===== src/common/m2c_consts.svh =====
/*
 * Bridge constants: bus widths, lane geometry, burst limits and
 * the depth of the outstanding-response bookkeeping.
 */
`ifndef M2C_CONSTS_SVH
`define M2C_CONSTS_SVH

`define M2C_UNIT_WIDTH      32
`define M2C_LANES           4
`define M2C_MEM_DATA_WIDTH  128
`define M2C_MEM_ADDR_WIDTH  32
`define M2C_CSR_ADDR_WIDTH  16
`define M2C_ID_WIDTH        4
`define M2C_MAX_LENGTH      4
`define M2C_COUNT_WIDTH     5   // up to 16 units per burst
`define M2C_LANE_WIDTH      2
`define M2C_NP_DEPTH        2

`endif


===== src/common/m2c_bus_pkg.sv =====
/*
 * Memory-bus and CSR-bus types: command and response kinds,
 * data words, byte enables, addresses and IDs.
 */
`include "m2c_consts.svh"

package m2c_bus_pkg;

  typedef enum logic [1:0] {
    M2C_READ     = 2'b00,
    M2C_WRITE    = 2'b01,  // posted
    M2C_WRITE_NP = 2'b10
  } m2c_cmd_e;

  typedef enum logic [1:0] {
    M2C_CSR_READ     = 2'b00,
    M2C_CSR_WRITE    = 2'b01,
    M2C_CSR_WRITE_NP = 2'b10
  } m2c_csr_cmd_e;

  typedef enum logic {
    M2C_RESP      = 1'b0,
    M2C_RESP_DATA = 1'b1
  } m2c_resp_e;

  typedef logic [`M2C_MEM_DATA_WIDTH-1:0]   m2c_mem_data_t;
  typedef logic [`M2C_MEM_DATA_WIDTH/8-1:0] m2c_byteen_t;
  typedef logic [`M2C_UNIT_WIDTH-1:0]       m2c_unit_t;
  typedef logic [`M2C_CSR_ADDR_WIDTH-1:0]   m2c_csr_addr_t;
  typedef logic [`M2C_ID_WIDTH-1:0]         m2c_id_t;

endpackage


===== src/common/m2c_track_pkg.sv =====
/*
 * Bookkeeping types for outstanding responses: unit counts,
 * lane indices and the per-burst response info.
 */
`include "m2c_consts.svh"

package m2c_track_pkg;

  typedef logic [`M2C_COUNT_WIDTH-1:0] m2c_count_t;
  typedef logic [`M2C_LANE_WIDTH-1:0]  m2c_lane_t;

  // one entry per read or non-posted write burst
  typedef struct packed {
    m2c_bus_pkg::m2c_resp_e sresp;
    m2c_bus_pkg::m2c_id_t   sid;
    m2c_lane_t              start_lane;  // lane of the first unit
  } m2c_resp_info_t;

endpackage


===== src/source/m2c_info_fifo.sv =====
/*
 * Small synchronous circular-buffer FIFO with a typed payload.
 */
`timescale 1ns/1ps
`include "m2c_consts.svh"

module m2c_info_fifo #(
  parameter type T     = logic,
  parameter int  DEPTH = `M2C_NP_DEPTH
) (
  input  logic i_clk,
  input  logic i_rst_n,
  input  logic i_push,
  input  T     i_data,
  input  logic i_pop,
  output logic o_empty,
  output logic o_full,
  output T     o_data
);
  localparam int PW = (DEPTH > 1) ? $clog2(DEPTH) : 1;

  T              mem [DEPTH];
  logic [PW-1:0] wr_ptr;
  logic [PW-1:0] rd_ptr;
  logic [PW:0]   used;

  function automatic logic [PW-1:0] next_ptr(logic [PW-1:0] ptr);
    return (ptr == PW'(DEPTH - 1)) ? '0 : ptr + 1'b1;
  endfunction

  always_ff @(posedge i_clk, negedge i_rst_n) begin
    if (!i_rst_n) begin
      wr_ptr <= '0;
      rd_ptr <= '0;
      used   <= '0;
    end else begin
      if (i_push) wr_ptr <= next_ptr(wr_ptr);
      if (i_pop) rd_ptr <= next_ptr(rd_ptr);
      used <= used + (PW+1)'(i_push) - (PW+1)'(i_pop);
    end
  end

  always_ff @(posedge i_clk) begin
    if (i_push) mem[wr_ptr] <= i_data;
  end

  assign o_empty = used == '0;
  assign o_full  = used == (PW+1)'(DEPTH);
  assign o_data  = mem[rd_ptr];

  a_no_overflow: assert property (@(posedge i_clk) disable iff (!i_rst_n) o_full |-> !i_push);
  a_no_underflow: assert property (@(posedge i_clk) disable iff (!i_rst_n) o_empty |-> !i_pop);

endmodule


===== src/request/m2c_unit_counter.sv =====
/*
 * Unit counter: tracks units remaining, current lane and CSR address
 * for the units after the first one of a burst.
 */
`timescale 1ns/1ps
`include "m2c_consts.svh"

module m2c_unit_counter (
  input  logic                           i_clk,
  input  logic                           i_rst_n,
  input  logic                           i_load,
  input  logic                           i_step,
  input  logic [`M2C_MEM_ADDR_WIDTH-1:0] i_maddr,
  input  m2c_track_pkg::m2c_count_t      i_mlength,
  output m2c_track_pkg::m2c_count_t      o_remaining,
  output m2c_track_pkg::m2c_lane_t       o_lane,
  output m2c_bus_pkg::m2c_csr_addr_t     o_csr_addr
);
  import m2c_bus_pkg::*;
  import m2c_track_pkg::*;

  localparam int OFFSET_LSB = $clog2(`M2C_UNIT_WIDTH / 8);

  m2c_lane_t     start_lane;
  m2c_count_t    units;

  function automatic m2c_csr_addr_t next_addr(m2c_csr_addr_t addr);
    return {addr[`M2C_CSR_ADDR_WIDTH-1:OFFSET_LSB] + 1'b1, OFFSET_LSB'(0)};
  endfunction

  assign start_lane = i_maddr[OFFSET_LSB+:`M2C_LANE_WIDTH];
  assign units      = m2c_count_t'({i_mlength, `M2C_LANE_WIDTH'(0)}) - m2c_count_t'(start_lane);

  // load happens as the first unit completes, so it holds the second unit
  always_ff @(posedge i_clk, negedge i_rst_n) begin
    if (!i_rst_n) begin
      o_remaining <= '0;
      o_lane      <= '0;
      o_csr_addr  <= '0;
    end else if (i_load) begin
      o_remaining <= units - 1'b1;
      o_lane      <= start_lane + 1'b1;
      o_csr_addr  <= next_addr(i_maddr[`M2C_CSR_ADDR_WIDTH-1:0]);
    end else if (i_step) begin
      o_remaining <= o_remaining - 1'b1;
      o_lane      <= o_lane + 1'b1;  // wraps into next beat
      o_csr_addr  <= next_addr(o_csr_addr);
    end
  end

endmodule


===== src/request/m2c_request_sequencer.sv =====
/*
 * Request sequencer: splits memory-bus bursts into single CSR accesses,
 * skips units without byte enables and steers the command/data accepts.
 */
`timescale 1ns/1ps
`include "m2c_consts.svh"

module m2c_request_sequencer (
  input  logic                          i_clk,
  input  logic                          i_rst_n,
  input  logic                          i_mcmd_valid,
  input  m2c_bus_pkg::m2c_cmd_e         i_mcmd,
  input  m2c_bus_pkg::m2c_id_t          i_mid,
  input  logic [`M2C_MEM_ADDR_WIDTH-1:0] i_maddr,
  input  m2c_track_pkg::m2c_count_t     i_mlength,
  input  logic                          i_mdata_valid,
  input  m2c_bus_pkg::m2c_mem_data_t    i_mdata,
  input  m2c_bus_pkg::m2c_byteen_t      i_mdata_byteen,
  input  logic                          i_csr_scmd_accept,
  input  logic                          i_fifo_full,
  input  m2c_track_pkg::m2c_count_t     i_remaining,
  input  m2c_track_pkg::m2c_lane_t      i_lane,
  input  m2c_bus_pkg::m2c_csr_addr_t    i_csr_addr,
  output logic                          o_load,
  output logic                          o_step,
  output logic                          o_scmd_accept,
  output logic                          o_sdata_accept,
  output logic                          o_csr_mcmd_valid,
  output m2c_bus_pkg::m2c_csr_cmd_e     o_csr_mcmd,
  output m2c_bus_pkg::m2c_csr_addr_t    o_csr_maddr,
  output m2c_bus_pkg::m2c_unit_t        o_csr_mdata,
  output logic                          o_info_push,
  output m2c_track_pkg::m2c_resp_info_t o_info,
  output logic                          o_count_push,
  output m2c_track_pkg::m2c_count_t     o_count
);
  import m2c_bus_pkg::*;
  import m2c_track_pkg::*;

  localparam int UNIT_BYTES = `M2C_UNIT_WIDTH / 8;
  localparam int OFFSET_LSB = $clog2(UNIT_BYTES);

  logic       busy;
  logic       is_read;
  logic       is_posted;
  logic       np_ready;
  logic       unit_last;
  logic       lane_last;
  logic       unit_skip;
  logic       unit_go;
  logic       unit_issue;
  logic       unit_done;
  m2c_lane_t  start_lane;
  m2c_lane_t  cur_lane;
  m2c_count_t cur_remaining;
  m2c_count_t issued;

  always_comb begin
    start_lane = i_maddr[OFFSET_LSB+:`M2C_LANE_WIDTH];
    is_read    = i_mcmd == M2C_READ;
    is_posted  = i_mcmd == M2C_WRITE;
    if (busy) begin
      cur_remaining = i_remaining;
      cur_lane      = i_lane;
      o_csr_maddr   = i_csr_addr;
    end else begin  // first unit straight from the command
      cur_remaining = m2c_count_t'({i_mlength, `M2C_LANE_WIDTH'(0)}) - m2c_count_t'(start_lane);
      cur_lane      = start_lane;
      o_csr_maddr   = i_maddr[`M2C_CSR_ADDR_WIDTH-1:0];
    end
    unit_last = cur_remaining == m2c_count_t'(1);
    lane_last = cur_lane == '1;
    unit_skip = !is_read && (i_mdata_byteen[UNIT_BYTES*cur_lane+:UNIT_BYTES] == '0);
  end

  always_comb begin
    np_ready   = busy || !i_fifo_full;  // info slot taken at the first unit
    unit_go    = i_mcmd_valid && (is_read ? np_ready : i_mdata_valid && (is_posted || np_ready));
    unit_issue = unit_go && !unit_skip && i_csr_scmd_accept;
    unit_done  = unit_go && (unit_skip || i_csr_scmd_accept);

    o_csr_mcmd_valid = unit_go && !unit_skip;
    o_csr_mdata      = i_mdata[`M2C_UNIT_WIDTH*cur_lane+:`M2C_UNIT_WIDTH];
    o_scmd_accept    = unit_done && unit_last;
    o_sdata_accept   = unit_done && !is_read && (lane_last || unit_last);
    o_load           = unit_done && !busy;
    o_step           = unit_done && busy;

    case (i_mcmd)
      M2C_READ:  o_csr_mcmd = M2C_CSR_READ;
      M2C_WRITE: o_csr_mcmd = M2C_CSR_WRITE;
      default:   o_csr_mcmd = M2C_CSR_WRITE_NP;
    endcase

    o_info_push  = unit_done && !busy && !is_posted;
    o_info       = '{sresp: is_read ? M2C_RESP_DATA : M2C_RESP, sid: i_mid, start_lane: start_lane};
    o_count_push = unit_done && unit_last && !is_posted;
    o_count      = issued + m2c_count_t'(unit_issue);  // responses to expect
  end

  always_ff @(posedge i_clk, negedge i_rst_n) begin
    if (!i_rst_n) begin
      busy   <= 1'b0;
      issued <= '0;
    end else if (unit_done) begin
      busy   <= !unit_last;
      issued <= unit_last ? '0 : o_count;
    end
  end

  a_push_room: assert property (@(posedge i_clk) disable iff (!i_rst_n)
    o_info_push |-> !i_fifo_full);

endmodule


===== src/response/m2c_response_merger.sv =====
/*
 * Response merger: packs CSR read data into memory-bus beats by lane
 * and folds non-posted write responses into a single response.
 */
`timescale 1ns/1ps
`include "m2c_consts.svh"

module m2c_response_merger (
  input  logic                          i_clk,
  input  logic                          i_rst_n,
  input  m2c_track_pkg::m2c_resp_info_t i_info,
  input  logic                          i_info_empty,
  input  m2c_track_pkg::m2c_count_t     i_count,
  input  logic                          i_count_empty,
  input  logic                          i_csr_sresp_valid,
  input  m2c_bus_pkg::m2c_unit_t        i_csr_sdata,
  input  logic                          i_csr_serror,
  input  logic                          i_mresp_accept,
  output logic                          o_csr_mresp_accept,
  output logic                          o_pop,
  output logic                          o_sresp_valid,
  output m2c_bus_pkg::m2c_resp_e        o_sresp,
  output m2c_bus_pkg::m2c_id_t          o_sid,
  output m2c_bus_pkg::m2c_mem_data_t    o_sdata,
  output logic                          o_serror,
  output logic                          o_sresp_last
);
  import m2c_bus_pkg::*;
  import m2c_track_pkg::*;

  localparam int UW = `M2C_UNIT_WIDTH;

  logic       busy;
  logic       is_read;
  logic       last_resp;
  logic       zero_done;
  logic       emit;
  logic       csr_ack;
  logic       err_q;
  m2c_count_t cnt_q;
  m2c_count_t cnt_next;
  m2c_lane_t  lane_q;
  m2c_lane_t  cur_lane;
  m2c_unit_t  held [`M2C_LANES-1];

  always_comb begin
    cur_lane  = busy ? lane_q : i_info.start_lane;
    cnt_next  = (busy ? cnt_q : '0) + 1'b1;
    is_read   = i_info.sresp == M2C_RESP_DATA;
    last_resp = !i_count_empty && (cnt_next == i_count);
    zero_done = !i_info_empty && !i_count_empty && (i_count == '0);  // all units skipped
    emit      = is_read ? (cur_lane == '1) || last_resp : last_resp;

    o_csr_mresp_accept = !i_info_empty && !zero_done && (is_read || !i_count_empty) &&
                         (!emit || i_mresp_accept);  // writes wait for their count
    csr_ack            = i_csr_sresp_valid && o_csr_mresp_accept;
    o_pop              = (csr_ack && last_resp) || (zero_done && i_mresp_accept);

    o_sresp_valid = (!i_info_empty && i_csr_sresp_valid && emit) || zero_done;
    o_sresp       = i_info.sresp;
    o_sid         = i_info.sid;
    o_serror      = err_q || (!zero_done && i_csr_serror);
    o_sresp_last  = last_resp || zero_done;
  end

  always_comb begin
    for (int i = 0; i < `M2C_LANES - 1; i++) begin
      o_sdata[UW*i+:UW] = (cur_lane == m2c_lane_t'(i)) ? i_csr_sdata : held[i];
    end
    o_sdata[UW*(`M2C_LANES-1)+:UW] = i_csr_sdata;  // lane 3 goes straight out
  end

  always_ff @(posedge i_clk) begin
    if (csr_ack && (cur_lane != '1)) held[cur_lane] <= i_csr_sdata;
  end

  always_ff @(posedge i_clk, negedge i_rst_n) begin
    if (!i_rst_n) begin
      busy   <= 1'b0;
      cnt_q  <= '0;
      lane_q <= '0;
      err_q  <= 1'b0;
    end else begin
      if (o_pop) busy <= 1'b0;
      else if (csr_ack) busy <= 1'b1;
      if (csr_ack) begin
        cnt_q  <= cnt_next;
        lane_q <= cur_lane + 1'b1;
      end
      // error sticks until a beat carries it out
      if ((o_sresp_valid && i_mresp_accept) || o_pop) err_q <= 1'b0;
      else if (csr_ack) err_q <= o_serror;
    end
  end

  a_resp_has_owner: assert property (@(posedge i_clk) disable iff (!i_rst_n)
    i_csr_sresp_valid |-> !i_info_empty);

endmodule


===== src/source/membus2csr_adapter.sv =====
/*
 * Memory-bus to CSR-bus bridge top: sequencer, unit counter,
 * response info FIFOs and response merger.
 */
`timescale 1ns/1ps
`include "m2c_consts.svh"

module membus2csr_adapter (
  input  logic                           i_clk,
  input  logic                           i_rst_n,
  input  logic                           i_mcmd_valid,
  input  m2c_bus_pkg::m2c_cmd_e          i_mcmd,
  input  m2c_bus_pkg::m2c_id_t           i_mid,
  input  logic [`M2C_MEM_ADDR_WIDTH-1:0] i_maddr,
  input  m2c_track_pkg::m2c_count_t      i_mlength,
  output logic                           o_scmd_accept,
  input  logic                           i_mdata_valid,
  input  m2c_bus_pkg::m2c_mem_data_t     i_mdata,
  input  m2c_bus_pkg::m2c_byteen_t       i_mdata_byteen,
  output logic                           o_sdata_accept,
  output logic                           o_sresp_valid,
  output m2c_bus_pkg::m2c_resp_e         o_sresp,
  output m2c_bus_pkg::m2c_id_t           o_sid,
  output m2c_bus_pkg::m2c_mem_data_t     o_sdata,
  output logic                           o_serror,
  output logic                           o_sresp_last,
  input  logic                           i_mresp_accept,
  output logic                           o_csr_mcmd_valid,
  output m2c_bus_pkg::m2c_csr_cmd_e      o_csr_mcmd,
  output m2c_bus_pkg::m2c_csr_addr_t     o_csr_maddr,
  output m2c_bus_pkg::m2c_unit_t         o_csr_mdata,
  input  logic                           i_csr_scmd_accept,
  input  logic                           i_csr_sresp_valid,
  input  m2c_bus_pkg::m2c_unit_t         i_csr_sdata,
  input  logic                           i_csr_serror,
  output logic                           o_csr_mresp_accept
);
  import m2c_bus_pkg::*;
  import m2c_track_pkg::*;

  logic           load;
  logic           step;
  logic           info_push;
  logic           info_empty;
  logic           info_full;
  logic           count_push;
  logic           count_empty;
  logic           pop;
  m2c_count_t     remaining;
  m2c_lane_t      lane;
  m2c_csr_addr_t  next_addr;
  m2c_resp_info_t info_in;
  m2c_resp_info_t info_out;
  m2c_count_t     count_in;
  m2c_count_t     count_out;

  m2c_request_sequencer u_sequencer (
    .i_clk, .i_rst_n, .i_mcmd_valid, .i_mcmd, .i_mid, .i_maddr, .i_mlength,
    .i_mdata_valid, .i_mdata, .i_mdata_byteen, .i_csr_scmd_accept,
    .i_fifo_full (info_full), .i_remaining (remaining), .i_lane (lane),
    .i_csr_addr (next_addr), .o_load (load), .o_step (step),
    .o_scmd_accept, .o_sdata_accept, .o_csr_mcmd_valid, .o_csr_mcmd,
    .o_csr_maddr, .o_csr_mdata, .o_info_push (info_push), .o_info (info_in),
    .o_count_push (count_push), .o_count (count_in)
  );

  m2c_unit_counter u_counter (
    .i_clk, .i_rst_n, .i_load (load), .i_step (step), .i_maddr, .i_mlength,
    .o_remaining (remaining), .o_lane (lane), .o_csr_addr (next_addr)
  );

  m2c_info_fifo #(.T (m2c_resp_info_t), .DEPTH (`M2C_NP_DEPTH)) u_info_fifo (
    .i_clk, .i_rst_n, .i_push (info_push), .i_data (info_in), .i_pop (pop),
    .o_empty (info_empty), .o_full (info_full), .o_data (info_out)
  );

  // count FIFO trails the info FIFO, so its full flag never gates a push
  m2c_info_fifo #(.T (m2c_count_t), .DEPTH (`M2C_NP_DEPTH)) u_count_fifo (
    .i_clk, .i_rst_n, .i_push (count_push), .i_data (count_in), .i_pop (pop),
    .o_empty (count_empty), .o_full (), .o_data (count_out)
  );

  m2c_response_merger u_merger (
    .i_clk, .i_rst_n, .i_info (info_out), .i_info_empty (info_empty),
    .i_count (count_out), .i_count_empty (count_empty), .i_csr_sresp_valid,
    .i_csr_sdata, .i_csr_serror, .i_mresp_accept, .o_csr_mresp_accept,
    .o_pop (pop), .o_sresp_valid, .o_sresp, .o_sid, .o_sdata, .o_serror,
    .o_sresp_last
  );

endmodule


===== config.mk =====
export PLATFORM = sky130hd
export DESIGN_NAME = membus2csr_adapter
export DESIGN_NICKNAME = d
export VERILOG_FILES = /design/src/common/m2c_bus_pkg.sv /design/src/common/m2c_track_pkg.sv /design/src/source/m2c_info_fifo.sv /design/src/request/m2c_unit_counter.sv /design/src/request/m2c_request_sequencer.sv /design/src/response/m2c_response_merger.sv /design/src/source/membus2csr_adapter.sv
export VERILOG_INCLUDE_DIRS = /design/src /design/src/common
export SDC_FILE = /design/constraint.sdc
export NUM_CORES = 1
export LEC_CHECK = 0
export ABC_CLOCK_PERIOD_IN_PS = 4800
export BUFFER_PORTS_ARGS = -buffer_cell sky130_fd_sc_hd__buf_2
export CORE_UTILIZATION = 24
export DETAILED_ROUTE_END_ITERATION = 10
export GPL_ROUTABILITY_DRIVEN = 1
export PLACE_DENSITY = 0.44
export SYNTH_ARGS = -nofsm -noshare
export SYNTH_HDL_FRONTEND = slang
export SYNTH_SLANG_ARGS = --single-unit

===== constraint.sdc =====
create_clock -name i_clk -period 4.8 [get_ports i_clk]
set_input_delay 0.96 -clock i_clk [delete_from_list [all_inputs] [get_ports i_clk]]
set_output_delay 0.96 -clock i_clk [all_outputs]
set_load 0.01 [all_outputs]

==> reports/metrics.json <==
{
  "outcome": {"value": "finished, final reports clean"},
  "cp-end-kind": {"value": "primary output"},
  "reg2reg_setup_slack": {"value": 0.89, "unit": "ns"},
  "synth_edf_count": {"value": 120},
  "maxCapViolCount": {"value": 0},
  "timing.final.crit_share": {"value": 86.22, "unit": "%"},
  "grt_antenna_before_repair": {"value": 5},
  "worst_ir_drop_vdd": {"value": 0.1934, "unit": "mV"},
  "grt_first_pass_wirelength": {"value": 44.41, "unit": "mm"},
  "worst_skew_pair.late_latency": {"value": 0.44, "unit": "ns"},
  "wirelength_met1": {"value": 12.17, "unit": "mm"},
  "drive_above_1_share": {"value": 57.25, "unit": "%"},
  "post-synth-top-count-cell": {"value": "edfxtp_1"},
  "rsz_0062_raised_after_global_routing": {"value": "false"},
  "global_route.overflow_total": {"value": 0},
  "fillerInstances": {"value": 3933},
  "std_cell_rows": {"value": 71},
  "finalClockSkew": {"value": 0.008724, "unit": "ns"},
  "critPathLaunch": {"value": "u_merger.busy$_DFFE_PN0P_"},
  "clock-sinks": {"value": 164},
  "ys.warnings.count": {"value": 0},
  "required": {"value": 3.84, "unit": "ns"},
  "r2r_start": {"value": "u_info_fifo.rd_ptr$_DFFE_PN0P_"},
  "totalWireLength": {"value": 30.82, "unit": "mm"},
  "fraction_of_the_yosys_area_taken_by_sequential_cells": {"value": 50.80, "unit": "%"},
  "yosysTopAreaCellShare": {"value": 38.91, "unit": "%"},
  "drtPass1Iterations": {"value": 4},
  "die-width": {"value": 198.4, "unit": "um"},
  "placeableCoreArea": {"value": 37840, "unit": "um^2"},
  "fmax": {"value": 0.2416, "unit": "GHz"},
  "netlist_top_cells_count": {"value": "edfxtp_1 (120), mux2_2 (119), nand2_1 (47)"},
  "async_reset_ff_share": {"value": 26.83, "unit": "%"},
  "post_cts_hold_buffer_count": {"value": 0},
  "post_detailed_route_wirelength_per_cell": {"value": 19.28, "unit": "um"},
  "postSynthNetCount": {"value": 947},
  "vias": {"value": 7188},
  "area_enclosed_by_the_die_boundary": {"value": 39380, "unit": "um^2"},
  "worst_setup_hold_path_clk_slew": {"value": 0.07, "unit": "ns"},
  "timing_hold_violations_final": {"value": 0},
  "path_max_fanout": {"value": 13},
  "synth_top_cell_by_area": {"value": "edfxtp_1"},
  "route.top_layer_used": {"value": "met5"},
  "grt_max_degree": {"value": 45},
  "dr.first_iter.drc_count": {"value": 368},
  "syn_area_per_cell": {"value": 13.12, "unit": "um^2"},
  "first_global_vias": {"value": 7255},
  "clockBufferDepth": {"value": 2},
  "pin_count": {"value": 417},
  "port_buffers": {"value": 398},
  "worst_setup_path_start_kind": {"value": "flop"},
  "worst-r2r-cell-count": {"value": 11},
  "tritoncts": {"value": "built"},
  "whs_endpoint": {"value": "u_merger.lane_q[0]$_DFFE_PN0P_"},
  "die-height": {"value": 198.4, "unit": "um"},
  "placedCellCount": {"value": 1563},
  "slew_violations": {"value": 0},
  "global_route_usage_over_all_layers": {"value": 15.41, "unit": "%"},
  "multiInputGateArea": {"value": 4110, "unit": "um^2"},
  "detail_route.vias_per_cell": {"value": 4.498},
  "layout.area.seq": {"value": 4705, "unit": "um^2"},
  "finalSetupViolCount": {"value": 0},
  "worst_ep_arrival_time": {"value": 3.18, "unit": "ns"},
  "root_buffer": {"value": "clkbuf_16"},
  "power-per-cell-area": {"value": 616.3, "unit": "nW/um^2"},
  "detailedPlacementHpwl": {"value": 23.47, "unit": "mm"},
  "synth-seq-cells": {"value": 164},
  "gpl.final_weighted_congestion": {"value": 0.8870},
  "design.final.nets": {"value": 1312},
  "power_leakage": {"value": 5.137, "unit": "nW"},
  "hold_path_startpoint": {"value": "u_merger.lane_q[0]$_DFFE_PN0P_"},
  "post_synth_inst_count": {"value": 706},
  "cts_resized": {"value": 0},
  "fin_setup_tns": {"value": 0, "unit": "ns"},
  "post-cts-setup-buffer-count": {"value": 0},
  "layout_min_cycle_time": {"value": 4.138, "unit": "ns"},
  "wl_met3": {"value": 2.190, "unit": "mm"},
  "timing.hold.worst_path_depth": {"value": 2},
  "max_slew.worst_pin.slew": {"value": 0.7596, "unit": "ns"},
  "htree_levels": {"value": 4},
  "timing.slew.headroom": {"value": 48.65, "unit": "%"},
  "postRouteAntennaNets": {"value": 0},
  "synth.top_cells.by_area": {"value": "edfxtp_1 (39%), mux2_2 (14%), dfrtp_1 (12%)"},
  "yosys_most_used_dff": {"value": "edfxtp_1"},
  "area_of_the_mapped_netlist": {"value": 9261, "unit": "um^2"},
  "syn2layout_area_growth": {"value": 32.25, "unit": "%"},
  "met2_wirelength": {"value": 15.65, "unit": "mm"},
  "hold_path.class": {"value": "flop to flop"},
  "reg2reg_to": {"value": "u_merger.held[2][30]$_DFFE_PP_"},
  "layoutNonFillerInstCount": {"value": 1598},
  "start_util": {"value": 24.47, "unit": "%"},
  "numCtsBuffers": {"value": 17},
  "worst_path_class_setup": {"value": "flop to primary output"},
  "yosys.cell_types.count": {"value": 59},
  "total_power": {"value": 7.548, "unit": "mW"},
  "drt_drc_violations_left": {"value": 0}
}
layout make-up:
cell class / count / share of cell area [%]
Antenna cell: 4 / 0.08172
Clock buffer: 17 / 3.473
Clock inverter: 14 / 1.338
Inverter: 18 / 0.5516
Multi-Input combinational cell: 454 / 33.56
Sequential cell: 164 / 38.41
Tap cell: 511 / 5.220
Timing Repair Buffer: 416 / 17.37
registers in the layout (all words and copies together), names as in the netlist, 2 cells and up:
signal                 cells
u_info_fifo.used           2
u_count_fifo.used          2
u_merger.lane_q            2
u_merger.cnt_q             5
u_info_fifo.mem           14
u_sequencer.issued         5
u_merger.held             96
u_counter.o_remaining      5
u_counter.o_lane           2
u_counter.o_csr_addr      14
u_count_fifo.mem          10
layer usage:
metal / vias up / global-route usage [%]
li1: 3381 / -
met3: 37 / 4.052
met2: 322 / 27.51
met4: 4 / 5.470
met5: - / 0
met1: 3444 / 17.64
cells by family after synthesis:
logic type | share of synthesized area, %
flip-flops | 50.80
multiplexers | 24.18
XOR/XNOR | 3.080
buffers and inverters | 5.093
adder cells (fa/ha/maj) | 1.891
AND/OR/NAND/NOR | 8.890
AO/OA/AOI/OAI | 6.066
worst max-delay path by stage:
stage                                           to  slack (ns)  depth (start not counted)
finish                          o_csr_mresp_accept        0.66                         10
global route                           o_sdata[26]        0.44                          7
CTS                                    o_sdata[30]        0.53                          7
detailed placement  u_merger.held[2][28]$_DFFE_PP_        0.78                         11
global placement    u_merger.held[2][28]$_DFFE_PP_        0.79                         11
floorplan                           o_sdata_accept        0.89                          8
per-stage QoR:
step	cell area, um^2	setup slack, ns	hold WS, ns	util [%]
finish	12250	0.6616	0.4906	32.36
global route	12240	0.4434	0.5174	32.35
CTS	12240	0.5335	0.4895	32.34
detailed placement	11650	0.7768	0.4772	30.78
global placement	11650	0.7860	0.4683	30.78
floorplan	9261	0.8861	0.4489	-
where the power goes:
| group | leakage (nW) | total [mW] | switching (mW) | internal (mW) |
|---|---|---|---|---|
| registers | 1.63 | 2.19 | 0.259 | 1.93 |
| clock network | 0.285 | 1.40 | 0.624 | 0.780 |
| logic | 3.22 | 3.96 | 2.11 | 1.85 |
| total | 5.14 | 7.55 | 2.99 | 4.55 |
critical path: stages, from the launching register on:
cell     delay (ns)
dfrtp_1        0.57
nand2_1        0.16
inv_1          0.10
ha_1           0.19
inv_1          0.08
xnor3_1        0.36
or4_4          0.53
or3_1          0.41
nor2_1         0.10
nor4b_1        0.07
buf_2          0.15
layout by cell type, fill, tap and decap left out, types with 4 or more instances in the layout:
cell type / count
nor3_1: 10
mux4_2: 32
inv_1: 18
mux2_2: 119
and3_1: 7
o21ai_0: 19
and4_1: 4
clkbuf_16: 17
a21oi_1: 13
nand3_1: 18
o221a_2: 7
dfrtp_1: 44
nor4_1: 6
and2_1: 6
nor2_1: 34
inv_6: 6
diode_2: 4
nand4_1: 7
buf_4: 18
xnor2_1: 19
ha_1: 11
o22ai_1: 4
nand2b_1: 7
o2bb2ai_1: 4
xor2_1: 11
buf_2: 398
a22o_1: 4
mux2i_1: 14
a31oi_1: 7
edfxtp_1: 120
nand2_1: 47
Power figures use the tool's default switching activity.
